File: config.mk
export PLATFORM = sky130hd
export DESIGN_NAME = fdc_regs_flat
export DESIGN_NICKNAME = d
export VERILOG_FILES = /design/src/fdc_pkg.sv /design/src/fdc_ifs.sv /design/src/fdc_regs.sv /design/src/flat_wrapper.sv
export SDC_FILE = /design/constraint.sdc
export NUM_CORES = 1
export LEC_CHECK = 0
export ABC_CLOCK_PERIOD_IN_PS = 3060
export BUFFER_PORTS_ARGS = -buffer_cell sky130_fd_sc_hd__buf_2
export CAP_MARGIN = 15
export CORE_MARGIN = 2
export CORE_UTILIZATION = 28
export DETAILED_ROUTE_END_ITERATION = 10
export GPL_TIMING_DRIVEN = 1
export HOLD_SLACK_MARGIN = 0.03
export PLACE_DENSITY_LB_ADDON = 0.2
export SLEW_MARGIN = 30
export SYNTH_ARGS = -nofsm -noshare
export SYNTH_HDL_FRONTEND = slang
export SYNTH_SLANG_ARGS = --single-unit
export TNS_END_PERCENT = 1
File: constraint.sdc
create_clock -name clk_sys -period 3.06 [get_ports clk_sys]
set_clock_uncertainty 0.15 [all_clocks]
set_input_delay 0.918 -clock clk_sys [delete_from_list [all_inputs] [get_ports clk_sys]]
set_output_delay 0.918 -clock clk_sys [all_outputs]
set_load 0.005 [all_outputs]
File: src/fdc_pkg.sv
`default_nettype none

package fdc_pkg;

	// host register select.
	typedef enum logic [1:0] {
		A_CMD_STATUS = 2'd0,
		A_TRACK      = 2'd1,
		A_SECTOR     = 2'd2,
		A_DATA       = 2'd3
	} reg_addr_t;

	typedef enum logic [2:0] {
		IDLE,
		CHECK,
		SD_READ,
		HOST_READ,
		HOST_WRITE,
		SD_WRITE,
		STEP_WAIT,
		DONE
	} fdc_state_t;

	// command opcodes, upper nibble or upper three bits.
	localparam logic [3:0] CMD_RESTORE      = 4'h0;
	localparam logic [3:0] CMD_SEEK         = 4'h1;
	localparam logic [3:0] CMD_FORCE_INT    = 4'hd;
	localparam logic [2:0] CMD_READ_SECTOR  = 3'b100;
	localparam logic [2:0] CMD_WRITE_SECTOR = 3'b101;

	// status bits. several change meaning between type I and type II.
	localparam int ST_BUSY          = 0;
	localparam int ST_DRQ_INDEX     = 1;
	localparam int ST_TRACK0_LOST   = 2;
	localparam int ST_RNF           = 4;
	localparam int ST_HEADLOADED_WF = 5;
	localparam int ST_WPROT         = 6;
	localparam int ST_NOT_READY     = 7;

	localparam logic [7:0] MAX_TRACK = 8'd84;

endpackage

`default_nettype wire
File: src/fdc_ifs.sv
`timescale 1ns/1ps
`default_nettype none

// host-side port of the sector buffer.
interface buf_port_if;
	logic [11:0] addr;
	logic [7:0]  wdata; // data register byte.
	logic        we;
	logic [7:0]  rdata; // one cycle after addr.

	modport seq (
		output addr,
		output we,
		input  wdata
	);
	modport host (
		output wdata,
		input  rdata
	);
	modport mem (
		input  addr,
		input  wdata,
		input  we,
		output rdata
	);
endinterface


`default_nettype wire

File: src/fdc_regs.sv
`timescale 1ns/1ps
`default_nettype none

module fdc_regs
	import fdc_pkg::*;
(
	input  wire        clk_sys,
	input  wire        disk_change_reset_n,
	input  wire        io_en,
	input  wire        rd,
	input  wire        wr,
	input  wire [1:0]  addr,
	input  wire [7:0]  din,
	output logic [7:0] dout,
	buf_port_if.host   buf_host,
	input  wire [7:0]  status,
	input  wire        track_load,
	input  wire        sector_load,
	input  wire [7:0]  track_value,
	input  wire [7:0]  sector_value,
	input  wire        busy,
	output logic       cmd_strobe,
	output logic [7:0] cmd_byte,
	output logic       data_read_done,
	output logic       data_write_done,
	output logic       status_clear,
	output logic [7:0] track_reg,
	output logic [7:0] sector_reg
);
	logic       rde, wre, old_rd, old_wr;
	logic       rd_rise, wr_rise, rd_fall, wr_fall;
	reg_addr_t  cur_addr; // address seen at the strobe's rising edge.
	logic [7:0] data_reg;

	assign rde = rd & io_en;
	assign wre = wr & io_en;
	assign rd_rise = rde & ~old_rd;
	assign wr_rise = wre & ~old_wr;
	assign rd_fall = ~rde & old_rd;
	assign wr_fall = ~wre & old_wr;

	always_ff @(posedge clk_sys) begin
		if (!disk_change_reset_n) begin
			old_rd <= 1'b0;
			old_wr <= 1'b0;
			cur_addr <= A_CMD_STATUS;
			cmd_strobe <= 1'b0;
			data_read_done <= 1'b0;
			data_write_done <= 1'b0;
			status_clear <= 1'b0;
			track_reg <= 8'd0;
			sector_reg <= 8'd0;
		end else begin
			old_rd <= rde;
			old_wr <= wre;
			if (rd_rise || wr_rise)
				cur_addr <= reg_addr_t'(addr);
			cmd_strobe <= wr_rise && addr == A_CMD_STATUS;
			status_clear <= rd_fall && cur_addr == A_CMD_STATUS;
			data_read_done <= rd_fall && cur_addr == A_DATA;
			data_write_done <= wr_fall && cur_addr == A_DATA;
			// sequencer updates win over the host.
			if (track_load)
				track_reg <= track_value;
			else if (wr_rise && addr == A_TRACK && !busy)
				track_reg <= din;
			if (sector_load)
				sector_reg <= sector_value;
			else if (wr_rise && addr == A_SECTOR && !busy)
				sector_reg <= din;
		end
	end

	always_ff @(posedge clk_sys) begin
		if (wr_rise && addr == A_CMD_STATUS)
			cmd_byte <= din;
		if (wr_rise && addr == A_DATA)
			data_reg <= din;
	end

	assign buf_host.wdata = data_reg;

	always_comb begin
		case (reg_addr_t'(addr))
			A_CMD_STATUS: dout = status;
			A_TRACK:      dout = track_reg;
			A_SECTOR:     dout = sector_reg;
			default:      dout = busy ? buf_host.rdata : data_reg; // buffer during a transfer.
		endcase
	end
endmodule

`default_nettype wire

File: src/flat_wrapper.sv
// flat-port wrapper written by rule: the top's interface ports become plain ports
module fdc_regs_flat import fdc_pkg::*;
  (clk_sys, disk_change_reset_n, io_en, rd, wr, addr, din, dout, status, track_load, sector_load, track_value, sector_value, busy, cmd_strobe, cmd_byte, data_read_done, data_write_done, status_clear, track_reg, sector_reg, buf_host_wdata, buf_host_rdata);
  buf_port_if buf_host_i ();
  input  wire clk_sys;
  input  wire disk_change_reset_n;
  input  wire io_en;
  input  wire rd;
  input  wire wr;
  input  wire [1:0] addr;
  input  wire [7:0] din;
  output logic [7:0] dout;
  input  wire [7:0] status;
  input  wire track_load;
  input  wire sector_load;
  input  wire [7:0] track_value;
  input  wire [7:0] sector_value;
  input  wire busy;
  output logic cmd_strobe;
  output logic [7:0] cmd_byte;
  output logic data_read_done;
  output logic data_write_done;
  output logic status_clear;
  output logic [7:0] track_reg;
  output logic [7:0] sector_reg;
  output wire logic [$bits(buf_host_i.wdata)-1:0] buf_host_wdata;
  input wire logic [$bits(buf_host_i.rdata)-1:0] buf_host_rdata;
  assign buf_host_wdata = buf_host_i.wdata;
  assign buf_host_i.rdata = buf_host_rdata;
  fdc_regs u_core (.clk_sys(clk_sys), .disk_change_reset_n(disk_change_reset_n), .io_en(io_en), .rd(rd), .wr(wr), .addr(addr), .din(din), .dout(dout), .buf_host(buf_host_i), .status(status), .track_load(track_load), .sector_load(sector_load), .track_value(track_value), .sector_value(sector_value), .busy(busy), .cmd_strobe(cmd_strobe), .cmd_byte(cmd_byte), .data_read_done(data_read_done), .data_write_done(data_write_done), .status_clear(status_clear), .track_reg(track_reg), .sector_reg(sector_reg));
endmodule
**Word-level counts from Yosys, hierarchy flattened**

Index checks and enable logic that the tools add are counted.

- Equality and inequality tests: 4
- Muxes and demuxes: 6
- Bitwise operators: 10
- Reductions and logical operators: 15

Operators with widths:

| kind | count |
|---|---|
| 2-to-1 mux 8 bit | 5 |
| one-hot mux 8 bit (3 select lines) | 1 |
| logical AND 1 bit | 9 |
| AND 1 bit | 6 |
| equality test 2 bit (second input constant) | 3 |
| zero test 2 bit | 2 |
| NOT 1 bit | 4 |
| nonzero test 2 bit | 2 |
| equality test 2 x 1 -> 1 bit (second input constant) | 1 |
| zero test 1 bit | 1 |
| logical OR 1 bit | 1 |

- Register bits: 40
- Input port bits: 50
- Output and inout bits: 44
- Word-level logic and storage cells: 46

**Depth between registers and ports, before layout**

- Depth after elaboration: 6
- Mapped depth: 6
- Mapped depth without buffers: 4

**Worst setup path before layout**

Ideal clock, no wire load.

- Path type: input to output
- From: input busy
- To: output dout[0]
- Data arrival time: 1.812 ns
- Data required time: 1.992 ns
- Path slack: 0.180 ns
- Cell stages on the path: 3
- Buffers on the path: 1
- Cells stage by stage: buf_6 mux2_2 mux4_2

- Cells in the longest elaborated chain, start to end: 2

Ends and longest elaborated chain:

| element | line | text |
|---|---|---|
| start: declaration | flat_wrapper.sv:18 | `input wire busy;` |
| 2-to-1 mux 8 bit | fdc_regs.sv:88 | `default: dout = busy ? buf_host.rdata : data_reg;` |
| one-hot mux 8 bit (3 select lines) | fdc_regs.sv:84 | `case (reg_addr_t'(addr))` |
| end: declaration | flat_wrapper.sv:12 | `output logic [7:0] dout;` |

Every way passes these cells.

**Worst setup path in the final report**

- From: input busy
- To: output dout[3]

Same word-level chain as after synthesis.

==> results.py <==
metrics = {
    "outcome": {
        "status": "complete, no violations",
    },
    "logic_synthesis": {
        "synth_cell_type_count": 25,
        "ys_ff_latch": 40,
        "ys_warn_count": 0,
        "synth-seq-area-share_pct": 54.0,
        "syn-cell-area_um2": 1780,
        "syn-num-nets": 198,
        "synthCells": 148,
        "syn_avg_cell_area_um2": 12.0,
    },
    "clock_network": {
        "ctsRootBufferMaster": "clkbuf_8",
        "cts.path.max_buffers": 2,
        "cts_buffers": 5,
        "path_clk_slew_ps": 70,
        "worstSkewPairLatency_ps": 290,
        "cts_tree": "done",
        "cts.htree.levels": 2,
        "holdBufCountCts": 0,
        "cts_sinks": 40,
        "postCtsSetupRepairBufs": 0,
    },
    "pwr": {
        "p_sw_mw": 0.274,
        "power_density_nw_per_um2": 450,
        "p_seq_share_pct": 53.9,
        "ir_worst_vdd_mv": 0.171,
        "switching_share_pct": 25.0,
        "intPower_mw": 0.823,
        "pwr-share-comb_pct": 15.4,
        "cellLeakagePower_nw": 1.12,
        "clockPowerShare_pct": 30.7,
    },
    "drt": {
        "drt-pass1-iter-count": 4,
        "drt_iter0_drc": 61,
        "num_vias": 1542,
        "vias_per_cell": 4.80,
        "wl_per_cell_um": 16.3,
        "wl_mm": 5.25,
        "drc": 0,
        "ant_nets": 0,
    },
    "finish": {
        "drive_gt1_share_pct": 51.6,
        "fillCellCount": 653,
        "multiInputGateArea_um2": 771,
        "regArea_um2": 961,
        "final_util_pct": 39.1,
        "fin_area_um2": 2440,
        "final_cells": 321,
        "final_cell_mix": "91 x buf_2, 24 x a21oi_1, 24 x dfxtp_1, 17 x o21ai_0, 16 x edfxtp_1",
        "layout_commonest_cell": "buf_2",
        "diodes": 0,
        "nNetsFinal": 294,
        "area_growth_pct": 37.1,
    },
    "global_route": {
        "grt_first_pass_wirelength_mm": 8.07,
        "first_global_vias": 1490,
        "antenna_found_initial": 0,
        "grt_max_degree": 24,
        "track_usage_pct": 15.0,
        "overflow": 0,
    },
    "placement": {
        "hpwlAfterDp_mm": 3.80,
        "port_buffers": 93,
        "dpl.cell_count": 314,
        "pre_cts_ws_ps": -183,
        "place_area_um2": 2330,
        "place.gp.congestion": 0.769,
    },
    "timing": {
        "setup_viol": 0,
        "fin_crit_sh_pct": 98.8,
        "min_period_ps": 3020,
        "drv_slew": 0,
        "slew_headroom_pct": 59.0,
        "worst_pin_slew_ps": 612,
        "rsz0062_at_grt": "true",
        "hold_viol_final": 0,
        "setup_ws_ps": 36.3,
        "max_freq_mhz": 331,
    },
    "setup_path": {
        "worstSetupPathType": "in2out",
        "cp_max_fo": 9,
        "critPathLaunchType": "primary input",
        "crit_arrival_ps": 1960,
        "crit_path_end_kind": "output port",
        "critPathRequiredTime_ps": 1990,
    },
    "floorplan": {
        "initial_core_util_pct": 28.5,
        "die_h_um": 83.7,
        "die_w_um": 83.7,
        "core-area_um2": 6240,
        "io_pins": 94,
        "rows": 29,
        "die_area_um2": 7010,
    },
    "hold_path": {
        "hold_class": "reg2reg",
    },
    "flow_run": {
        "max-cap-violations": 0,
    },
}
==> layer usage <==
layer	GRT usage [%]	up-vias	wire [um]
li1	-	745	-
met1	21.1	724	2490
met2	22.7	69	2330
met3	4.25	4	389
met4	4.40	0	32
met5	0	-	0
==> cell type report <==
type	instances	area share [%]
multi-input combinational	97	31.6
inverter	2	0.308
tap	77	3.95
timing repair buffer	98	21.5
clock buffer	5	2.82
clock inverter	2	0.513
sequential	40	39.4
==> synthesized netlist by cell type (all sizes together) <==
master | number | area [um^2]
nand3 | 2 | 10.0
a21oi | 24 | 120
nand4bb | 1 | 27.5
dfxtp | 24 | 480
inv | 2 | 7.51
mux2 | 8 | 90.1
mux2i | 10 | 100
edfxtp | 16 | 480
nor4 | 1 | 6.26
nor2 | 2 | 7.51
nor3b | 1 | 12.5
and2 | 1 | 6.26
buf | 5 | 36.3
o21ai | 17 | 85.1
nand2 | 12 | 45.0
and3 | 2 | 12.5
mux4 | 8 | 180
clkbuf | 3 | 11.3
nor3 | 2 | 10.0
nor2b | 4 | 25.0
or3b | 2 | 17.5
dlygate4sd1 | 1 | 8.76
==> per-stage QoR <==
| stage | total power [mW] | setup TNS (ps) | hold WS [ps] |
|---|---|---|---|
| CTS | 1.11 | 0 | 299 |
| finish | 1.10 | 0 | 290 |
| detailed placement | 0.770 | -1300 | 288 |
| global placement | 0.768 | -1190 | 294 |
| global route | 1.16 | -9.35 | 315 |
| floorplan | 0.682 | 0 | 268 |
==> cells by family after synthesis <==
family / share of synthesized area, %
flops: 54.0
simple gates: 10.1
buf+inv: 3.58
mux: 20.8
compound gates: 11.5
==> worst max-delay path: stages <==
cell and delay [ps]:
buf_12 110, mux2_2 330, mux4_2 450, buf_2 140
==> worst paths after layout <==
kind	slack, ps	to	depth (start not counted)	start
setup / recovery	40	dout[3]	4	busy
hold / removal	290	u_core.status_clear$_SDFF_PN0_	1	u_core.cur_addr[0]$_SDFFE_PN0P_
setup reg to reg	1180	u_core.track_reg[6]$_SDFFE_PN0P_	4	u_core.old_wr$_SDFF_PN0_
hold reg to reg	290	u_core.status_clear$_SDFF_PN0_	1	u_core.cur_addr[0]$_SDFFE_PN0P_
==> power groups by stage <==
stage / sequential, mW / combinational (mW) / clock, mW
6_report: 0.592 / 0.169 / 0.337
3_5_place_dp: 0.604 / 0.166 / 0
3_3_place_gp: 0.604 / 0.164 / 0
5_1_grt: 0.594 / 0.186 / 0.374
4_1_cts: 0.592 / 0.169 / 0.352
2_1_floorplan: 0.602 / 0.0796 / 0
==> repair_timing <==
action / in CTS / in global routing
cloned: 0 / 0
setup endpoints to repair: 8 / 2
endpoints found under the hold margin: 0 / 0
gates resized for setup: 4 / 2
(Power assumes the default switching activity.)
