===== src/fdc_ifs.sv =====
`timescale 1ns/1ps
`default_nettype none


// block request from the sequencer to the sd side.
interface sd_req_if;
	logic [31:0] lba;
	logic        start_rd;
	logic        start_wr;
	logic [1:0]  block_count; // extra blocks beyond the first.
	logic        done;

	modport seq (
		output lba,
		output start_rd,
		output start_wr,
		output block_count,
		input  done
	);
	modport xfer (
		input  lba,
		input  start_rd,
		input  start_wr,
		input  block_count,
		output done
	);
endinterface

`default_nettype wire


===== src/sd_block_xfer.sv =====
`timescale 1ns/1ps
`default_nettype none

module sd_block_xfer (
	input  wire         clk_sys,
	input  wire         disk_change_reset_n,
	sd_req_if.xfer      req,
	input  wire         sd_ack,
	output logic        sd_rd,
	output logic        sd_wr,
	output logic [31:0] sd_lba,
	output logic [1:0]  sd_block
);
	logic [5:0]  ack_sr; // ack synchronizer.
	logic        ack_rise, ack_fall;
	logic        active, dir_wr, done_r;
	logic [1:0]  last_block;
	logic [31:0] base_lba;

	assign ack_rise = ack_sr[5:4] == 2'b01;
	assign ack_fall = ack_sr[5:4] == 2'b10;

	always_ff @(posedge clk_sys) begin
		if (!disk_change_reset_n) begin
			ack_sr <= 6'd0;
			{sd_rd, sd_wr, active, dir_wr, done_r} <= '0;
			sd_block <= 2'd0;
			last_block <= 2'd0;
			base_lba <= 32'd0;
		end else begin
			ack_sr <= {ack_sr[4:0], sd_ack};
			done_r <= 1'b0;
			if (req.start_rd || req.start_wr) begin
				active <= 1'b1;
				dir_wr <= req.start_wr;
				sd_rd <= req.start_rd;
				sd_wr <= req.start_wr;
				sd_block <= 2'd0;
				last_block <= req.block_count;
				base_lba <= req.lba;
			end else if (active) begin
				if (ack_rise) begin
					sd_rd <= 1'b0; // request seen.
					sd_wr <= 1'b0;
				end
				if (ack_fall) begin
					if (sd_block == last_block) begin
						active <= 1'b0;
						done_r <= 1'b1;
					end else begin
						sd_block <= sd_block + 2'd1;
						sd_rd <= ~dir_wr;
						sd_wr <= dir_wr;
					end
				end
			end
		end
	end

	assign sd_lba = base_lba + 32'(sd_block);
	assign req.done = done_r;
endmodule

`default_nettype wire


===== src/flat_wrapper.sv =====
// flat-port wrapper written by rule: the top's interface ports become plain ports
module sd_block_xfer_flat 
  (clk_sys, disk_change_reset_n, sd_ack, sd_rd, sd_wr, sd_lba, sd_block, req_lba, req_start_rd, req_start_wr, req_block_count, req_done);
  sd_req_if req_i ();
  input  wire clk_sys;
  input  wire disk_change_reset_n;
  input  wire sd_ack;
  output logic sd_rd;
  output logic sd_wr;
  output logic [31:0] sd_lba;
  output logic [1:0] sd_block;
  input wire logic [$bits(req_i.lba)-1:0] req_lba;
  input wire logic [$bits(req_i.start_rd)-1:0] req_start_rd;
  input wire logic [$bits(req_i.start_wr)-1:0] req_start_wr;
  input wire logic [$bits(req_i.block_count)-1:0] req_block_count;
  output wire logic [$bits(req_i.done)-1:0] req_done;
  assign req_i.lba = req_lba;
  assign req_i.start_rd = req_start_rd;
  assign req_i.start_wr = req_start_wr;
  assign req_i.block_count = req_block_count;
  assign req_done = req_i.done;
  sd_block_xfer u_core (.clk_sys(clk_sys), .disk_change_reset_n(disk_change_reset_n), .req(req_i), .sd_ack(sd_ack), .sd_rd(sd_rd), .sd_wr(sd_wr), .sd_lba(sd_lba), .sd_block(sd_block));
endmodule

===== config.mk =====
export PLATFORM = sky130hd
export DESIGN_NAME = sd_block_xfer_flat
export DESIGN_NICKNAME = d
export VERILOG_FILES = /design/src/fdc_ifs.sv /design/src/sd_block_xfer.sv /design/src/flat_wrapper.sv
export SDC_FILE = /design/constraint.sdc
export NUM_CORES = 1
export LEC_CHECK = 0
export BUFFER_PORTS_ARGS = -buffer_cell sky130_fd_sc_hd__buf_2
export CAP_MARGIN = 20
export CORE_ASPECT_RATIO = 0.8
export CORE_MARGIN = 4
export CORE_UTILIZATION = 48
export DETAILED_ROUTE_END_ITERATION = 8
export HOLD_SLACK_MARGIN = 0.02
export PLACE_DENSITY = 0.77
export SETUP_SLACK_MARGIN = 0.5
export SLEW_MARGIN = 0
export SYNTH_ARGS = -nofsm -noshare
export SYNTH_HDL_FRONTEND = slang
export SYNTH_SLANG_ARGS = --single-unit

===== constraint.sdc =====
create_clock -name clk_sys -period 6.2 [get_ports clk_sys]
set_clock_uncertainty 0.2 [all_clocks]
set_input_delay 0 -clock clk_sys [delete_from_list [all_inputs] [get_ports clk_sys]]
set_output_delay 0 -clock clk_sys [all_outputs]
set_load 0.1 [all_outputs]

Yosys cells after proc, flatten, opt, wreduce, memory -nomap -nowiden
Cells that the tools add are included. Widths: inputs -> output; s select.

Output and inout bits: 37. Word-level logic and storage cells: 39. Latch bits: 0. ROM bits: 0. Register bits after elaboration: 47. RAM bits: 0. Memories: 0. Input bits: 39.

Muxes and demuxes: 15. Bitwise logic cells: 5. Equal/unequal tests: 3. Reduce and logical (&&, ||, !) cells: 5. Div/mod/pow operators: 0. Shifts and indexed selects: 0. $mul: 0. Magnitude comparators: 0. Add/subtract/negate cells: 2.

Operators by type and width (number): $add 32x2->32 (1); $mux 1 (15); $not 1->1 (5); $reduce_or 4->1 (1); $reduce_and 3->1 (1); $add 2x1->2 const B (1); $eq 2x1->1 const B (1); $eq 2x2->1 (1); $eq 2x2->1 const B (1); $reduce_bool 2->1 (1); $reduce_or 2->1 (1); $logic_or 1x1->1 (1).

Longest topological paths before layout
Gate-level depths: netlist of the first run.

Word-level depth: 6. Depth in mapped cells: 7. Depth with buffers taken out: 7.

Least setup slack after synthesis of the first run
OpenSTA, ideal clock, no wires.

Path type: reg2out. From: reg u_core.sd_block[0]. To: out sd_lba[16]. Slack: 2128 ps. Required time: 6000 ps. Stages on the path, launching flop included: 8. Buffers on the path: 0. Arrival: 3872 ps. Cell sequence: dfxtp_1 > ha_1 > inv_1 > fa_1 > nor2b_1 > nand4_1 > nor3_1 > xor2_1.

Longest elaborated chain between the ends: 1.

RTL lines: from (decl) (RTL line sd_block_xfer.sv:12) `output logic [1:0] sd_block`; from (signal assigned) (RTL line sd_block_xfer.sv:51) `sd_block <= sd_block + 2'd1;`; $add 32x2->32 (RTL line sd_block_xfer.sv:60) `assign sd_lba = base_lba + 32'(sd_block);`; to (decl) (RTL line flat_wrapper.sv:10) `output logic [31:0] sd_lba;`.

Every way passes these cells.

Worst setup path after layout of the first run
From: reg u_core.sd_block[0]. To: out sd_lba[28].

The elaborated chain is that of the path after synthesis.

==> results of run 1 <==
cells in the final DEF, fill, tap and decap left out, types with 2 or more instances in the layout:
cell,count
dlygate4sd3_1,38
ha_1,2
nor4_1,3
nor3_1,12
and4_1,5
a21o_1,2
clkbuf_8,6
dfxtp_1,47
nor2_1,8
nor3b_1,2
xor2_1,18
a21boi_0,35
a21oi_1,2
nor2b_1,2
nand2b_1,2
inv_1,9
xnor2_1,15
nand3_1,8
nand2_1,85
buf_2,75
and2_1,6
nand4_1,4
kinds of logic after synthesis:
group                    share of synthesized area [%]
flip-flops                                        38.3
AO/OA/AOI/OAI                                     13.7
XOR/XNOR                                          11.8
adder cells (fa/ha/maj)                           1.83
buffers and inverters                             4.64
AND/OR/NAND/NOR                                   29.8
cell usage after synthesis (2+ instances only):
| master | number | area share (%) |
|---|---|---|
| a21oi_1 | 2 | 0.41 |
| nor4_1 | 3 | 0.76 |
| buf_6 | 3 | 1.4 |
| inv_1 | 9 | 1.4 |
| ha_1 | 2 | 1.0 |
| nand4_1 | 4 | 1.0 |
| dfxtp_1 | 47 | 38 |
| nor2_1 | 9 | 1.4 |
| nor3_1 | 12 | 2.4 |
| nand2_1 | 85 | 13 |
| nor2b_1 | 2 | 0.51 |
| nand2b_1 | 2 | 0.51 |
| a21o_1 | 2 | 0.61 |
| and4_1 | 5 | 1.8 |
| and2_1 | 6 | 1.5 |
| xnor2_1 | 15 | 5.3 |
| a21boi_0 | 35 | 11 |
| xor2_1 | 18 | 6.4 |
| nand3_1 | 8 | 1.6 |
| clkbuf_1 | 11 | 1.7 |
| nor3b_1 | 2 | 0.61 |
layer usage:
metal | vias up | wire [µm] | global-route usage [%]
li1 | 1205 | - | -
met1 | 1043 | 2860 | 26.4
met5 | - | 0 | 0
met2 | 73 | 2750 | 32.5
met3 | 7 | 558 | 7.49
met4 | 0 | 73 | 5.79
per-stage QoR:
stage	std cells	worst slack, ns
after floorplan	299	2.13
after global placement	420	3.56
after detailed placement	420	3.45
after CTS	465	3.11
after global routing	465	2.87
final	465	3.11
final cells by class:
type                    count  area share [%]
well taps                  60            2.27
repair buffers            114            23.1
clock inverters             1           0.151
flip-flops and latches     47            28.5
multi-input cells         228            42.5
inverters                   9            1.02
clock buffers               6            2.50
final timing paths:
path                 endpoint                 from  slack [ns]
max                sd_lba[28]   u_core.sd_block[0]        3.11
min              u_core.sd_wr  disk_change_reset_n        0.06
max reg2reg      u_core.sd_rd   u_core.sd_block[0]        4.00
min reg2reg  u_core.ack_sr[4]     u_core.ack_sr[3]        0.24
worst max-delay path, stage by stage (launching register included):
cell     delay [ns]
dfxtp_1        0.46
ha_1           0.21
inv_1          0.06
fa_1           0.44
nor2b_1        0.21
nand4_1        0.29
nor4_2         0.26
xor2_1         0.18
buf_2          0.46
power by group:
part / switching, mW / internal [mW] / total [mW]
logic: 0.138 / 0.0531 / 0.191
registers: 0.0179 / 0.318 / 0.336
clock network: 0.100 / 0.0876 / 0.188
flip-flops by register name, summed over array words and instances (netlist names):
signal and cells:
u_core.sd_block 2, u_core.base_lba 32, u_core.dir_wr 1, u_core.last_block 2, u_core.active 1, u_core.sd_rd 1, u_core.ack_sr 6, u_core.req.done 1
u_core.sd_wr 1
repair_timing:
item	CTS	global route
setup buffers	0	0
endpoints found under the setup margin	0	0
hold endpoints to repair	38	0
hold buffers	38	0
==> results.txt, run 1 <==
Drt via density = 5.01
Status = complete, no violations
Tcrit/Tclk final = 49.8%
Wire length per cell = 13.4 µm
Critical Path AT = 2.89 ns
Clock buffer count from CTS = 5
Fin util = 69.4%
Post-CTS sizing = 0
Critical-path maximum fanout = 6
Final antenna-violating net count = 0
Die Span X = 88.0 µm
Post-Route Setup TNS = 0 ns
Max-cap violations = 0
Ports = 76
Number of fill cells = 410
Crit. End Element = output pin
WS Path Type = reg2out
Asr flop ratio synth = 0%
Vias in the first global route = 2310
Gr usage total = 20.6%
GRT Residual Overflow = 0
Final WL = 6.25 mm
Placement Cell Area = 2840 µm²
Htree depth = 2
F_max = 324 MHz
Sequential area share after synthesis = 38.3%
Die H = 72.0 µm
Root Driver = clkbuf_8
Final Hold Viols = 0
Register area = 941 µm²
Share of cells above drive strength 1 = 22.2%
CTS Buffer Depth = 2
Buffers on Ports = 75
DP HPWL = 4.13 mm
Worst vdd ir = 0.164 mV
Post-synthesis cell type count = 38
Row count = 22
N_diodes = 0
Drc violations = 0
Multi-input logic area = 1400 µm²
Fin nets = 447
Vias = 2328
Mapped Cells = 299
Starting DRC count in detailed routing = 121
HP Class = in2reg
Initial antenna violation count = 0
Final setup violation count = 0
Clock transition at path regs = 0.08 ns
Starting Density = 51.6%
Die area = 6330 µm²
RSZ-0062 raised after global routing = no
Tightest Pin Transition = 0.672 ns
Yosys warns = 0
Leak = 1.49 nW
Power Density = 216 nW/µm²
Yosys reg bits = 47
Max-slew headroom = 55.2%
DRT Pass-1 Iters = 4
Pin count of the biggest net entering global routing = 46
Startpoint Class = flip-flop
Synthesized area per cell = 8.21 µm²
Area Overhead vs Synth = 34.5%
Mapped Nets = 341
Hold Crit Depth = 2
Routability cong. = 0.769
First-pass GRT wire length = 10.3 mm
Final min period = 3.09 ns
Synth Cell Area = 2460 µm²
Slew Limit Fails = 0
Sink Count = 47
Worst hold slack = 0.0611 ns
Total Power = 0.715 mW
Core footprint = 4760 µm²
Finished layout cell area = 3300 µm²
R2R cell count = 5
Clk Latency, worst-skew pair = 0.30 ns
Number of flops mapped to enable cells by yosys = 0
CTS tree = done
Primary FF master, synth = dfxtp_1
Worst Path Required = 6.00 ns
(Power assumes the default switching activity.)
==> run 2: changes to the inputs <==
Clock period 6.2 ns to 3.24 ns, I/O delays scaled along.
==> results.txt, run 2 (synthesis gave the netlist of run 1 again) <==
Status = complete, no violations
Vias = 2355 (+1.2%)
Fin nets = 448 (+0.22%)
Met1 Wirelength = 3.05 mm (+6.5%)
Critical-path maximum fanout = 13 (+7)
Met2 WL = 3.54 mm (+29%)
Setup crit start = u_core.base_lba[14]
Top sig layer = met4
Final Worst Setup Slack = 0.571 ns (-2.54 ns)
Buffers on Ports = 75 (unchanged)
Startpoint Class = flip-flop
Wire length per cell = 15.0 µm (+11%)
Routability cong. = 0.795 (+3.4%)
CTS tree = done
DRT Pass-1 Iters = 4 (unchanged)
Starting DRC count in detailed routing = 102 (-16%)
N_diodes = 0 (unchanged)
Drt via density = 5.04 (+0.73%)
Number of flip-flops in the largest register = 32 (unchanged)
Htree depth = 2 (unchanged)
Final WL = 6.98 mm (+12%)
HP Class = in2reg
Max-slew headroom = 55.6% (+0.44 points)
Commonest cells after routing, fill and taps aside = nand2_1 (84), buf_2 (63), dfxtp_1 (45), dlygate4sd3_1 (38), a21boi_0 (35)
F_max = 375 MHz
GRT Residual Overflow = 0 (unchanged)
Final setup violation count = 0 (unchanged)
Core footprint = 4760 µm² (unchanged)
Clock buffer count from CTS = 5 (unchanged)
Final min period = 2.67 ns
Number of fill cells = 323 (-21%)
Initial antenna violation count = 0 (unchanged)
Root Driver = clkbuf_8
Clock transition at path regs = 0.10 ns (+0.02 ns)
CTS Buffer Depth = 2 (unchanged)
Row count = 22 (unchanged)
First-pass GRT wire length = 11.2 mm (+8.5%)
Final Hold Viols = 0 (unchanged)
Starting Density = 51.6% (unchanged)
Gr usage total = 22.5% (+2.0 points)
Placement Cell Area = 3190 µm² (+12%)
Die Span X = 88.0 µm (unchanged)
Met3 Wirelength = 332 µm (-41%)
Die H = 72.0 µm (unchanged)
Share of cells above drive strength 1 = 33.9% (+12 points)
Largest Register = u_core.base_lba
Worst flop-to-flop path startpoint = u_core.ack_sr[4]
DP HPWL = 4.33 mm (+4.8%)
WS Path Type = reg2out
Commonest non-fill, non-tap cell in the layout = nand2_1
Tcrit/Tclk final = 82.4%
Post-Route Setup TNS = 0 ns (unchanged)
Vias in the first global route = 2374 (+2.8%)
Final antenna-violating net count = 0 (unchanged)
Die area = 6330 µm² (unchanged)
HP Start = disk_change_reset_n
Critical Path AT = 2.47 ns (-0.42 ns)
Clk Latency, worst-skew pair = 0.31 ns (about the same)
Worst Path Required = 3.04 ns (-2.96 ns)
Power Density = 384 nW/µm² (+77%)
Max-cap violations = 0 (unchanged)
Tightest Pin Transition = 0.666 ns (-0.00656 ns)
Pre-CTS WS = 0.617 ns (-2.84 ns)
Slew Limit Fails = 0 (unchanged)
Leak = 1.68 nW (+12%)
Sink Count = 47 (unchanged)
RSZ-0062 raised after global routing = yes
Regs by FF count = u_core.base_lba: 32 flops, u_core.ack_sr: 6 flops
Finished layout cell area = 3810 µm² (+15%)
Worst vdd ir = 0.272 mV (+66%)
Ports = 76 (unchanged)
Pin count of the biggest net entering global routing = 46 (unchanged)
Area Overhead vs Synth = 55.0%
Drc violations = 0 (unchanged)
Crit. End Element = output pin
-- run 2: cell types whose count changed in the layout (fill, tap and decap cells not counted), sizes merged --
cell / change
clkinv: -1
clkbuf: +3
inv: +1
buf: -2
clkinvlp: +1
-- run 2: repair_timing --
action,4_1_cts,5_1_grt
hold buffers,38,0
endpoints found under the hold margin,38,0
resized for setup,15,17
buffers inserted,0,0
pin swaps,1,2
endpoints found under the setup margin,9,12
-- run 2: cell type report --
type | instances | area, µm² | area share [%]
Sequential cell | 47 | 948 | 24.9
Timing Repair Buffer | 115 | 825 | 21.7
Inverter | 9 | 33.8 | 0.888
Multi-Input combinational cell | 228 | 1810 | 47.7
Tap cell | 60 | 75.1 | 1.97
Clock inverter | 2 | 16.3 | 0.427
Clock buffer | 6 | 93.8 | 2.47
-- run 2: critical path: stages, from the launching register on --
cell and delay [ns]:
dfxtp_1 0.50, and4_1 0.32, nand4_4 0.31, nor3_1 0.41, xor2_2 0.17, buf_2 0.44
-- run 2: power breakdown --
part	total (mW)	internal, mW	leakage, nW	switching (mW)
clock network	0.412	0.202	0.0530	0.211
registers	0.653	0.607	0.390	0.0462
logic	0.395	0.124	1.23	0.271
-- run 2: path summary, 6_finish.rpt --
path                      endpoint  slack [ns]  cells after the start
hold reg to reg   u_core.ack_sr[2]        0.24                      1
setup reg to reg      u_core.sd_rd        1.02                      5
setup / recovery        sd_lba[19]        0.57                      5
hold / removal       u_core.dir_wr        0.05                      2
-- run 2: layer usage --
metal  vias to the layer above  GRT usage [%]
li1                       1197              -
met1                      1090           27.4
met2                        60           40.6
met3                         8           5.22
met4                         0           4.60
met5                         -              0
-- run 2: stage by stage --
| step | total power, mW | util [%] | std cells | hold WS [ns] |
|---|---|---|---|---|
| final | 1.46 | 79.9 | 467 | 0.0524 |
| after global routing | 1.51 | 79.9 | 467 | 0.0854 |
| after global placement | 1.01 | 66.9 | 421 | 0.00908 |
| after detailed placement | 1.01 | 66.9 | 421 | 0.0146 |
| after CTS | 1.46 | 78.4 | 467 | 0.0504 |
| after floorplan | 0.939 | - | 299 | -0.0762 |
