$ cat src/geom_pkg.sv
`default_nettype none

package geom_pkg;

	typedef logic [2:0] size_code_t;

	// sector size is 128 << size_shift.
	typedef struct packed {
		logic [7:0] sectors_per_track;
		logic [1:0] size_shift;
	} geom_t;

	typedef logic [20:0] img_addr_t; // byte address inside the image.

	localparam geom_t GEOM_TABLE [8] = '{
		'{8'd26, 2'd0},
		'{8'd16, 2'd1},
		'{8'd9,  2'd2},
		'{8'd5,  2'd3},
		'{8'd10, 2'd2},
		'{8'd17, 2'd1},
		'{8'd9,  2'd2}, // unused codes fall back to 9 x 512.
		'{8'd9,  2'd2}
	};

endpackage

`default_nettype wire

$ cat src/sector_geometry.sv
`timescale 1ns/1ps
`default_nettype none

module sector_geometry
	import geom_pkg::*;
(
	input  wire             clk_sys,
	input  wire size_code_t size_code,
	input  wire             side,
	input  wire [7:0]       disk_track,
	input  wire [7:0]       sector,
	output img_addr_t       byte_offset,
	output logic [7:0]      sectors_per_track,
	output logic [1:0]      size_shift,
	output logic [1:0]      block_count
);
	geom_t      geom;
	logic [8:0]  side_track;
	logic [16:0] sec_index;
	logic [23:0] sec_bytes;
	img_addr_t   offset_next;
	logic [1:0]  blocks_next;

	always_comb begin
		geom = GEOM_TABLE[size_code];
		side_track = {disk_track, side}; // 2 * track + side.
		sec_index = side_track * geom.sectors_per_track + sector - 17'd1;
		sec_bytes = {sec_index, 7'd0} << geom.size_shift;
		offset_next = sec_bytes[20:0];
		// extra 512-byte blocks the sector spans.
		case (geom.size_shift)
			2'd3: blocks_next = 2'd1; // 1024 bytes, always two aligned blocks.
			default: blocks_next = 2'd0;
		endcase
	end

	always_ff @(posedge clk_sys) begin
		byte_offset <= offset_next;
		sectors_per_track <= geom.sectors_per_track;
		size_shift <= geom.size_shift;
		block_count <= blocks_next;
	end
endmodule

`default_nettype wire

$ cat config.mk
export PLATFORM = sky130hd
export DESIGN_NAME = sector_geometry
export DESIGN_NICKNAME = d
export VERILOG_FILES = /design/src/geom_pkg.sv /design/src/sector_geometry.sv
export SDC_FILE = /design/constraint.sdc
export NUM_CORES = 1
export LEC_CHECK = 0
export BUFFER_PORTS_ARGS = -buffer_cell sky130_fd_sc_hd__buf_2
export CORE_ASPECT_RATIO = 0.8
export CORE_UTILIZATION = 25
export CTS_BUF_LIST = sky130_fd_sc_hd__clkbuf_4 sky130_fd_sc_hd__clkbuf_8
export DETAILED_ROUTE_END_ITERATION = 8
export SKIP_LAST_GASP = 1
export SLEW_MARGIN = 25
export SYNTH_ARGS = -nofsm -noshare
export SYNTH_HDL_FRONTEND = slang
export SYNTH_SLANG_ARGS = --single-unit
$ cat constraint.sdc
create_clock -name clk_sys -period 6.5 [get_ports clk_sys]
set_input_delay 1.95 -clock clk_sys [delete_from_list [all_inputs] [get_ports clk_sys]]
set_output_delay 1.95 -clock clk_sys [all_outputs]
set_load 0.05 [all_outputs]
# --- Word-level counts from Yosys, hierarchy flattened ---
# Memory sizes are Yosys's and may differ from the RTL's.
# Cells that the tools add are included.
word_totals:
  output_inout_bits: 33
  register_bits: 33
  memories: 1
  ram_bits: 0
  input_bits: 21
  elab_cells: 15
  latchBits: 0
  rom_bits: 80
memory_table:
  columns: ["name", "words", "word_bits", "read_ports", "rd_clocked_by_memory_dff", "wr", "line", "rtl"]
  rows:
  - ["(no name shown)", 8, 10, 1, 0, 0, "sector_geometry.sv:25", "geom = GEOM_TABLE[size_code];"]
op_classes:
  n_reduce_logical: 0
  n_bitwise: 1
  n_shift: 1
  magnitude_cmp: 1
  div_mod_pow: 0
  n_addsub: 2
  muxes: 3
  n_mul: 1
  n_eq_ne: 1
op_table:
  columns: ["op", "count"]
  rows:
  - ["24-bit by 2-bit << shifter with 21-bit output", 1]
  - ["10-bit two-way mux", 2]
  - ["17-bit by 8-bit adder with 17-bit output", 1]
  - ["9-bit by 8-bit multiplier with 17-bit output", 1]
  - ["17-bit by 1-bit subtractor with 17-bit output (second input constant)", 1]
  - ["4-bit >= comparator (second input constant)", 1]
  - ["3-bit inverter with 4-bit output", 1]
  - ["2-bit equality test (second input constant)", 1]
  - ["1-bit two-way mux", 1]

# --- Logic depth before layout (Yosys ltp) ---
# Gate-level depths: netlist of run 1.
depth:
  depth_word: 8
  ltp_mapped: 24
  ltp_nobuf: 23

# --- Worst setup path after synthesis of run 1 ---
# No wires, ideal clock.
synth_path:
  kind: "input -> register"
  startpoint: "input size_code[2]"
  endpoint: "register byte_offset[19]"
  required_time_ns: 6.376
  t_arrival_ns: 6.766
  slack_ns: -0.389
  path_buffers: 1
  cell_stages: 20
  setup_ns: 0.124
  path_cell_list: "a21oi_1 -> inv_2 -> clkbuf_1 -> nor2_2 -> nand2_1 -> fa_1 -> inv_1 -> fa_1 -> fa_1 -> fa_1 -> inv_1 -> fa_1 -> inv_1 -> ha_1 -> a21oi_1 -> o21ai_1 -> a2111oi_0 -> a211oi_1 -> a32oi_1 -> o21ai_1"
synth_lines:
  columns: ["item", "line", "rtl"]
  rows:
  - ["start: declaration", "sector_geometry.sv:8", "input wire size_code_t size_code,"]
  - ["end signal: assignment", "sector_geometry.sv:38", "byte_offset <= offset_next;"]
  - ["end: declaration", "sector_geometry.sv:12", "output img_addr_t byte_offset,"]

==> results of run 1 <==
==> registers in the layout (all words and copies together) (netlist names) <==
name	flops
block_count	1
byte_offset	14
sectors_per_track	5
size_shift	2
==> stage by stage <==
step	cells	utilization [%]
global placement	520	31.48
CTS	524	31.97
global route	526	32.94
finish	526	32.94
floorplan	329	-
detailed placement	520	31.48
==> kinds of logic after synthesis <==
group / Yosys count / synth area share, %
fa+ha+maj: 74 / 41.30
flops: 22 / 15.02
simple gates: 73 / 12.97
xor+xnor: 13 / 3.882
mux: 14 / 4.906
buf+inv: 83 / 12.50
compound gates: 39 / 9.301
other cells: 1 / 0.1279
==> cell usage after synthesis (2+ instances only) <==
library cell  instances  area [um2]
nand2_1              20       75.07
and2_1               26       162.7
buf_4                11       82.58
a21oi_1              15       75.07
ha_1                 36       450.4
clkbuf_1              4       15.01
o21ai_1               4       20.02
mux2i_1              13       130.1
xor2_1                3       26.28
nand2_2               2       12.51
xnor2_1              10       87.58
inv_2                 2       7.510
nor2_1                9       33.78
and3_1                7       43.79
dfxtp_1              22       440.4
o21ai_2               2       17.52
inv_1                63       236.5
fa_1                 38       760.7
a21o_1                5       37.54
nand3_1               5       25.02
==> what timing repair did <==
action	4_1_cts	5_1_grt
buffers inserted	0	2
setup endpoints to repair	0	7
gates resized for setup	0	23
==> worst max path at each step <==
stage | end | slack [ns] | depth (start not counted)
2_1_floorplan | byte_offset[19] | -0.004 | 21
3_3_place_gp | byte_offset[19] | -0.25 | 21
3_5_place_dp | byte_offset[19] | -0.28 | 21
4_1_cts | byte_offset[19] | 0.008 | 21
5_1_grt | byte_offset[20] | -0.08 | 22
6_report | byte_offset[19] | 0.12 | 21
==> metal layers <==
layer	up-vias	wire (um)	global-route usage [%]	share of wire [%]
met5	-	0	0	0
met1	1036	3101	15.37	50
li1	1113	-	-	-
met2	43	2719	16.77	44
met4	0	55	2.502	0.89
met3	4	326	1.736	5.3
==> critical path: stages <==
cell	delay, ns
buf_8	0.10
inv_4	0.05
a21o_1	0.17
clkinv_4	0.07
nor2_4	0.21
nand2_2	0.09
fa_1	0.53
inv_1	0.05
fa_1	0.49
fa_1	0.44
fa_1	0.54
inv_1	0.05
fa_1	0.49
inv_1	0.06
ha_4	0.26
a21oi_4	0.14
o21ai_2	0.11
a2111oi_4	0.33
a211oi_2	0.13
a32oi_1	0.17
o21ai_1	0.09
==> final cells by class <==
class                           count  area, um2
Fill cell                        1169       7475
Sequential cell                    22      440.4
Multi-Input combinational cell    224       2337
Clock buffer                        4      55.05
Inverter                           66      257.7
Tap cell                          144      180.2
Timing Repair Buffer               66      400.4
==> power by group through the flow <==
stage               Sequential (mW)  Clock, mW  Combinational, mW
floorplan                     0.349          0              0.967
global placement              0.197          0               1.44
detailed placement            0.199          0               1.45
CTS                           0.196      0.101               1.46
global route                  0.201      0.106               1.77
finish                        0.194     0.0986               1.58
==> metrics.cfg, run 1 <==
[clock_tree]
hold_buffers=0
numCtsBuffers=3
clock_sinks=22
htree_levels=1
cts.path.max_buffers=2
clk_pin_slew_worst_paths_ns=0.08
cts_tree=yes
cts_root_buffer=clkbuf_8

[placement]
pre_cts_ws_ns=-0.2759
dp_hpwl_um=5400
portBuffers=42
placed_area_um2=3508
routabilityCongestion=0.7591

[global_routing]
grt_pass1_wl_um=10480
grt_max_degree=27
antenna_found_initial=0
grt-ovfl-total=0
track_usage_pct=10.73
grt_pass1_vias=2234

[routing]
viasPerCell=4.175
ant_nets=0
drc=0
dr.pass1.iters=4
wl_per_cell_um=11.79
first_iter_violations=92
dr_total_vias=2196
routed_wl_um=6203

[cells_and_area]
mostFrequentLayoutCell=inv_1
stdcell_area_um2=3671
diodes=0
final_cell_mix=59 x inv_1, 41 x buf_2, 38 x fa_1, 32 x ha_1, 25 x and2_1
drive_above_1_share_pct=29.58
syn_to_final_growth_pct=25.17
layout.nets=478

[logic_synthesis]
ys_warn_count=0
synth-async-reset-ratio_pct=0
synth_edf_count=0
ys_seq_area_share_pct=15.02
netlist_instances=319
ys_seq_elements=22
syn_area_per_cell_um2=9.194
synthDistinctLibCells=42
synth-main-ff-cell=dfxtp_1
synth_area_um2=2933

[worst_setup_path]
worst_ep_required_time_ns=6.65
crit_path_end_kind=register
cp-start-kind=input port
setup.worst_path.class=in -> reg
crit_arrival_ns=6.53
startpoint=size_code[0]
critical_path.max_fanout=5

[timing]
fin_hold_ws_ns=2.064
max_freq_ghz=0.1569
setup_viol=0
worst_slack_ns=0.1250
grt_setup_unrepaired=yes
fin_crit_ns=6.375
finalMaxSlewViolations=0
period_share_pct=98.08
hold_viol=0
setup_tns_ns=0

[floorplanning]
die_area_um2=12170
start_util_pct=26.31
fp.coreArea_um2=11150
die_height_um=98.88
rows=34
die_x_um=123.1
io_pins=54

[run]
cap_violations=0

[pwr]
p_switching_mw=0.9386
seqPwrFrac_pct=10.4
vdd_drop_max_v=0.0002017
p_comb_share_pct=84.4
leakage_nw=1.930
power_density_nw_per_um2=510.9
p_total_mw=1.876
intPower_mw=0.9370
p_sw_share_pct=50.04
clkPwrFrac_pct=5.3

[hold_path]
holdPathStages=4
hold_path_end=byte_offset[20]
hold_start=size_code[0]
min_path_type=in -> reg

[run_status]
outcome=finished clean

(Power assumes the default switching activity.)
==> run 2, diff against run 1 <==
ABC_AREA = 1   (was not set)
==> metrics.cfg, run 2 <==
[logic_synthesis]
synth-async-reset-ratio_pct=0  ; unchanged
synth.top_cell.area_share_pct=24.15  ; was 25.94%
synth_area_um2=3151  ; was 2933 um2
synth_common_cells=108 x inv_1, 99 x nand2_1, 47 x nor2_1  ; was 63 x inv_1, 38 x fa_1, 36 x ha_1
yosysTopAreaCell=fa_1  ; unchanged
syn_area_per_cell_um2=7.177  ; was 9.194 um2
yosysMostFrequentCell=inv_1  ; unchanged
synth_edf_count=0  ; unchanged
synthDistinctLibCells=23  ; was 42
synth-main-ff-cell=dfxtp_1  ; unchanged
ys_seq_area_share_pct=13.98  ; was 15.02%
netlist_instances=439  ; was 319
synth_area_leaders=fa_1 24%, ha_1 14%, dfxtp_1 14%  ; was fa_1 26%, ha_1 15%, dfxtp_1 15%
ys_warn_count=0  ; unchanged
ys_seq_elements=22  ; unchanged

[cells_and_area]
fill_cells=1371  ; was 1169
largest_reg_flops=14  ; unchanged
multi_input_area_um2=2282  ; was 2337 um2
drive_above_1_share_pct=16.36  ; was 29.58%
reg_top3=byte_offset: 14 flops, sectors_per_track: 5 flops, size_shift: 2 flops  ; unchanged
mostFrequentLayoutCell=inv_1  ; unchanged
diodes=0  ; unchanged
syn_to_final_growth_pct=18.98  ; was 25.17%
final_cell_mix=108 x inv_1, 95 x nand2_1, 45 x nor2_1, 42 x buf_2, 41 x nand3_1  ; was 59 x inv_1, 41 x buf_2, 38 x fa_1, 32 x ha_1, 25 x and2_1
final_util_pct=30.60  ; was 32.94%
regArea_um2=440.4  ; unchanged
layout.nets=591  ; was 478
regMostFlops=byte_offset  ; unchanged

[pwr]
leakage_nw=2.186  ; was 1.930 nW
p_total_mw=1.747  ; was 1.876 mW
intPower_mw=0.8004  ; was 0.9370 mW
seqPwrFrac_pct=10.9  ; was 10.4%
p_sw_share_pct=54.17  ; was 50.04%
clkPwrFrac_pct=5.6  ; was 5.3%
vdd_drop_max_v=0.0001692  ; was 0.0002017 V
power_density_nw_per_um2=466.0  ; was 510.9 nW/um2
p_switching_mw=0.9463  ; was 0.9386 mW
p_comb_share_pct=83.6  ; was 84.4%

[clock_tree]
clk_pin_slew_worst_paths_ns=0.08  ; about the same
cts_tree=yes  ; unchanged
cts_root_buffer=clkbuf_8  ; unchanged
htree_levels=1  ; unchanged
numCtsBuffers=3  ; unchanged
cts.path.max_buffers=2  ; unchanged
post_cts_resized=0  ; unchanged
hold_buffers=0  ; unchanged
clock_sinks=22  ; unchanged
post-cts-setup-buffers=0  ; unchanged

[floorplanning]
die_x_um=127.5  ; was 123.1 um
die_area_um2=13060  ; was 12170 um2
die_height_um=102.4  ; was 98.88 um
rows=36  ; was 34
start_util_pct=25.71  ; was 26.31%
io_pins=54  ; unchanged
fp.coreArea_um2=12250  ; was 11150 um2

[worst_setup_path]
worst_ep_required_time_ns=6.67  ; was 6.65 ns
critical_path.top_delay_family=adder cells  ; unchanged
crit_top_cell=nand2_1  ; was fa_1
setup.worst_path.class=in -> reg  ; unchanged
slowest_stage=fa_1  ; unchanged
crit_buf_inv=7  ; was 6
crit_arrival_ns=6.35  ; was 6.53 ns
crit_path_end_kind=register  ; unchanged
slowest_delay_ns=0.56  ; was 0.54 ns
cp-start-kind=input port  ; unchanged
critical_path.max_fanout=6  ; was 5

[routing]
viasPerCell=4.074  ; was 4.175
dr.pass1.iters=4  ; unchanged
first_iter_violations=95  ; was 92
ant_nets=0  ; unchanged
wl_per_cell_um=10.35  ; was 11.79 um
routed_wl_um=6896  ; was 6203 um
dr_total_vias=2713  ; was 2196
drc=0  ; unchanged

[timing]
finalMaxSlewViolations=0  ; unchanged
grt_setup_unrepaired=no  ; was yes
fin_crit_ns=6.186  ; was 6.375 ns
hold_viol=0  ; unchanged
setup_viol=0  ; unchanged
worst_slack_ns=0.3143  ; was 0.1250 ns
period_share_pct=95.16  ; was 98.08%
max_freq_ghz=0.1617  ; was 0.1569 GHz

[run_status]
outcome=finished clean  ; unchanged

[global_routing]
antenna_found_initial=0  ; unchanged
grt_max_degree=22  ; was 27
grt-ovfl-total=0  ; unchanged
grt_pass1_wl_um=12520  ; was 10480 um
grt_pass1_vias=2835  ; was 2234
track_usage_pct=11.84  ; was 10.73%

[hold_path]
min_path_type=in -> reg  ; unchanged

[placement]
dp_hpwl_um=6042  ; was 5400 um
pre_cts_ws_ns=-0.1785  ; was -0.2759 ns
routabilityCongestion=0.8411  ; was 0.7591
portBuffers=42  ; unchanged

[run]
cap_violations=0  ; unchanged

-- run 2: changes by cell type after synthesis, sizes merged, moves of 4 or more --
cell | previous run | this run
nand2 | 22 | 99
inv | 66 | 113
nor2 | 10 | 48
nand3 | 5 | 41
and2 | 26 | 0
a21oi | 15 | 4
mux2i | 14 | 3
and3 | 7 | 0
a21o | 5 | 0
xnor2 | 10 | 5
clkbuf | 4 | 0
-- run 2: layer usage --
metal	global-route usage (%)	up-vias	share of wire [%]
met5	0	-	0
met4	1.648	0	0.44
met3	2.042	4	4.8
met2	21.44	62	46
met1	15.13	1254	48
li1	-	1393	-
-- run 2: power groups by stage --
stage	registers [mW]	logic [mW]	clock network (mW)
4_1_cts	0.191	1.38	0.0993
2_1_floorplan	0.341	0.921	0
3_3_place_gp	0.193	1.36	0
5_1_grt	0.193	1.69	0.104
6_report	0.190	1.46	0.0971
3_5_place_dp	0.194	1.36	0
-- run 2: cell type report --
cell class	count	area share [%]
clock buffer	4	1.469
sequential	22	11.75
timing repair buffer	58	8.812
inverter	113	11.38
multi-input combinational	298	60.88
tap	171	5.708
-- run 2: worst paths after layout --
path                                    to    startpoint  slack, ns  depth (start not counted)
worst max-delay path       byte_offset[19]  size_code[0]       0.31                         26
worst min-delay path  sectors_per_track[1]  size_code[1]       1.94                          2
-- run 2: kinds of logic after synthesis --
| family | synth area share [%] |
|---|---|
| other | 0.1190 |
| adder cells (fa/ha/maj) | 38.44 |
| flip-flops | 13.98 |
| multiplexers | 0.9532 |
| AND/OR/NAND/NOR | 25.58 |
| AO/OA/AOI/OAI | 2.304 |
| XOR/XNOR | 1.390 |
| buffers and inverters | 17.24 |
-- run 2: metrics by stage --
step | hold slack (ns) | setup TNS (ns) | std cells | instance area, um2
after floorplan | 2.073 | 0 | 449 | 3188
after CTS | 1.997 | 0 | 666 | 3671
after global placement | 2.267 | -0.8645 | 662 | 3616
final | 1.943 | 0 | 666 | 3749
after detailed placement | 2.280 | -1.176 | 662 | 3616
after global routing | 1.947 | 0 | 666 | 3749
==> run 3, diff against run 2 <==
ABC_AREA = not set   (was 1)
CELL_PAD_IN_SITES_DETAIL_PLACEMENT = 1   (was not set)
CELL_PAD_IN_SITES_GLOBAL_PLACEMENT = 1   (was not set)
PLACE_DENSITY_LB_ADDON = 0.1   (was not set)
==> metrics.cfg, run 3 (synthesis results as in run 1) <==
[worst_setup_path]
setup.worst_path.class=in -> reg  ; unchanged
critical_path.max_fanout=4  ; was 6
critical_path.top_delay_family=adder cells  ; unchanged
crit_path_end_kind=register  ; unchanged
slowest_delay_ns=0.54  ; was 0.56 ns
crit_buf_inv=7  ; unchanged
slowest_stage=fa_1  ; unchanged
crit_top_cell=fa_1  ; was nand2_1
cp-start-kind=input port  ; unchanged
worst_ep_required_time_ns=6.64  ; was 6.67 ns
crit_chain=buf_8, a21oi_4, inv_4, nor2_4, buf_6, nand2_4, fa_1, inv_2, fa_1, fa_1, fa_1, inv_1, fa_1, inv_2, ha_4, o211ai_1, o21ai_2, o2111ai_2, nand2_2, buf_6, o22ai_4, xnor2_2, o221ai_2
crit_arrival_ns=6.59  ; was 6.35 ns

[timing]
fin_crit_ns=6.448  ; was 6.186 ns
finalMaxSlewViolations=0  ; unchanged
fin_hold_ws_ns=2.001  ; was 1.943 ns
grt_setup_unrepaired=yes  ; was no
hold_viol=0  ; unchanged
max_freq_ghz=0.1551  ; was 0.1617 GHz
period_share_pct=99.21  ; was 95.16%
setup_viol=0  ; unchanged

[routing]
routed_wl_um=7043  ; was 6896 um
wl_per_cell_um=13.19  ; was 10.35 um
drc=0  ; unchanged
dr_total_vias=2231  ; was 2713
ant_nets=0  ; unchanged
viasPerCell=4.178  ; was 4.074
dr.pass1.iters=3  ; was 4
first_iter_violations=29  ; was 95

[placement]
placed_area_um2=3523  ; was 3616 um2
routabilityCongestion=0.7218  ; was 0.8411
place_inst=522  ; was 662
dp_hpwl_um=5970  ; was 6042 um
portBuffers=42  ; unchanged

[floorplanning]
fp.coreArea_um2=11150  ; was 12250 um2
io_pins=54  ; unchanged
die_height_um=98.88  ; was 102.4 um
start_util_pct=26.31  ; was 25.71%
die_area_um2=12170  ; was 13060 um2
rows=34  ; was 36
die_x_um=123.1  ; was 127.5 um

[clock_tree]
cts.path.max_buffers=2  ; unchanged
clock_sinks=22  ; unchanged
hold_buffers=0  ; unchanged
cts_tree=yes  ; unchanged
cts_root_buffer=clkbuf_8  ; unchanged
clk_pin_slew_worst_paths_ns=0.08  ; about the same
htree_levels=1  ; unchanged
numCtsBuffers=3  ; unchanged

[run]
cap_violations=0  ; unchanged

[global_routing]
grt_pass1_vias=2371  ; was 2835
track_usage_pct=12.22  ; was 11.84%
grt_pass1_wl_um=11690  ; was 12520 um
grt-ovfl-total=0  ; unchanged
grt_max_degree=27  ; was 22
antenna_found_initial=0  ; unchanged

[cells_and_area]
largest_reg_flops=14  ; unchanged
reg_top3=byte_offset: 14 flops, sectors_per_track: 5 flops, size_shift: 2 flops  ; unchanged
mostFrequentLayoutCell=inv_1  ; unchanged
layout.nets=487  ; was 591
regMostFlops=byte_offset  ; unchanged
diodes=0  ; unchanged
final_cell_mix=57 x inv_1, 39 x buf_2, 38 x fa_1, 30 x ha_1, 28 x buf_4  ; was 108 x inv_1, 95 x nand2_1, 45 x nor2_1, 42 x buf_2, 41 x nand3_1
final_cells=534  ; was 666
stdcell_area_um2=3809  ; was 3749 um2
drive_above_1_share_pct=32.31  ; was 16.36%
syn_to_final_growth_pct=29.86  ; was 18.98%

[pwr]
leakage_nw=1.986  ; was 2.186 nW
p_total_mw=1.971  ; was 1.747 mW
vdd_drop_max_v=0.0001669  ; was 0.0001692 V
power_density_nw_per_um2=517.5  ; was 466.0 nW/um2

[run_status]
outcome=finished clean  ; unchanged

[hold_path]
min_path_type=in -> reg  ; unchanged

## run 3: changes by cell type in the layout (fill, tap and decap cells not counted), moves of 4 or more
cell and delta:
nand3_1 -36, a21oi_2 +6, and3_1 +6, nor2_1 -37, inv_1 -51, mux2i_1 +10, nand2_1 -80, buf_4 +12
a21o_1 +4, xnor2_1 +4, buf_6 +6, and2_1 +26
## run 3: per-layer routing
layer | part of all wire (%) | GRT usage [%] | vias to the layer above
li1 | - | - | 1124
met1 | 52 | 17.80 | 1070
met2 | 45 | 19.97 | 33
met3 | 2.4 | 0.6944 | 4
met4 | 0.65 | 2.224 | 0
met5 | 0 | 0 | -
## run 3: worst paths after layout
kind	to	slack, ns	from	cells after the start
worst min-delay path	sectors_per_track[2]	2.00	size_code[2]	4
worst max-delay path	byte_offset[20]	0.05	size_code[1]	23
## run 3: what timing repair did
item,CTS,global route
setup endpoints to repair,4,8
pin swaps,10,26
resized for setup,9,32
setup buffers,1,8
## run 3: cell type report
type,instances,area (um2)
fillers,1297,7337
multi-input cells,224,2381
repair buffers,75,508.0
flip-flops and latches,22,440.4
inverters,66,257.7
well taps,144,180.2
clock buffers,3,41.29
## run 3: worst min-delay path: stages
cell	delay (ns)
buf_6	0.09
a21oi_4	0.06
inv_4	0.05
nor2_4	0.05
## run 3: metrics by stage
stage / TNS, ns / util [%] / setup slack, ns
2_1_floorplan: -0.003855 / - / -0.003855
5_1_grt: -0.6281 / 34.17 / -0.1568
4_1_cts: -0.005243 / 32.49 / -0.005243
3_5_place_dp: -2.022 / 31.61 / -0.3879
3_3_place_gp: -1.721 / 31.61 / -0.4040
6_report: 0 / 34.17 / 0.05160
## run 3: power by group
part           internal, mW  leakage, nW  switching (mW)
clock                0.0413       0.0216          0.0412
sequential            0.186        0.185         0.00860
combinational         0.761         1.78           0.932
total                 0.989         1.99           0.982
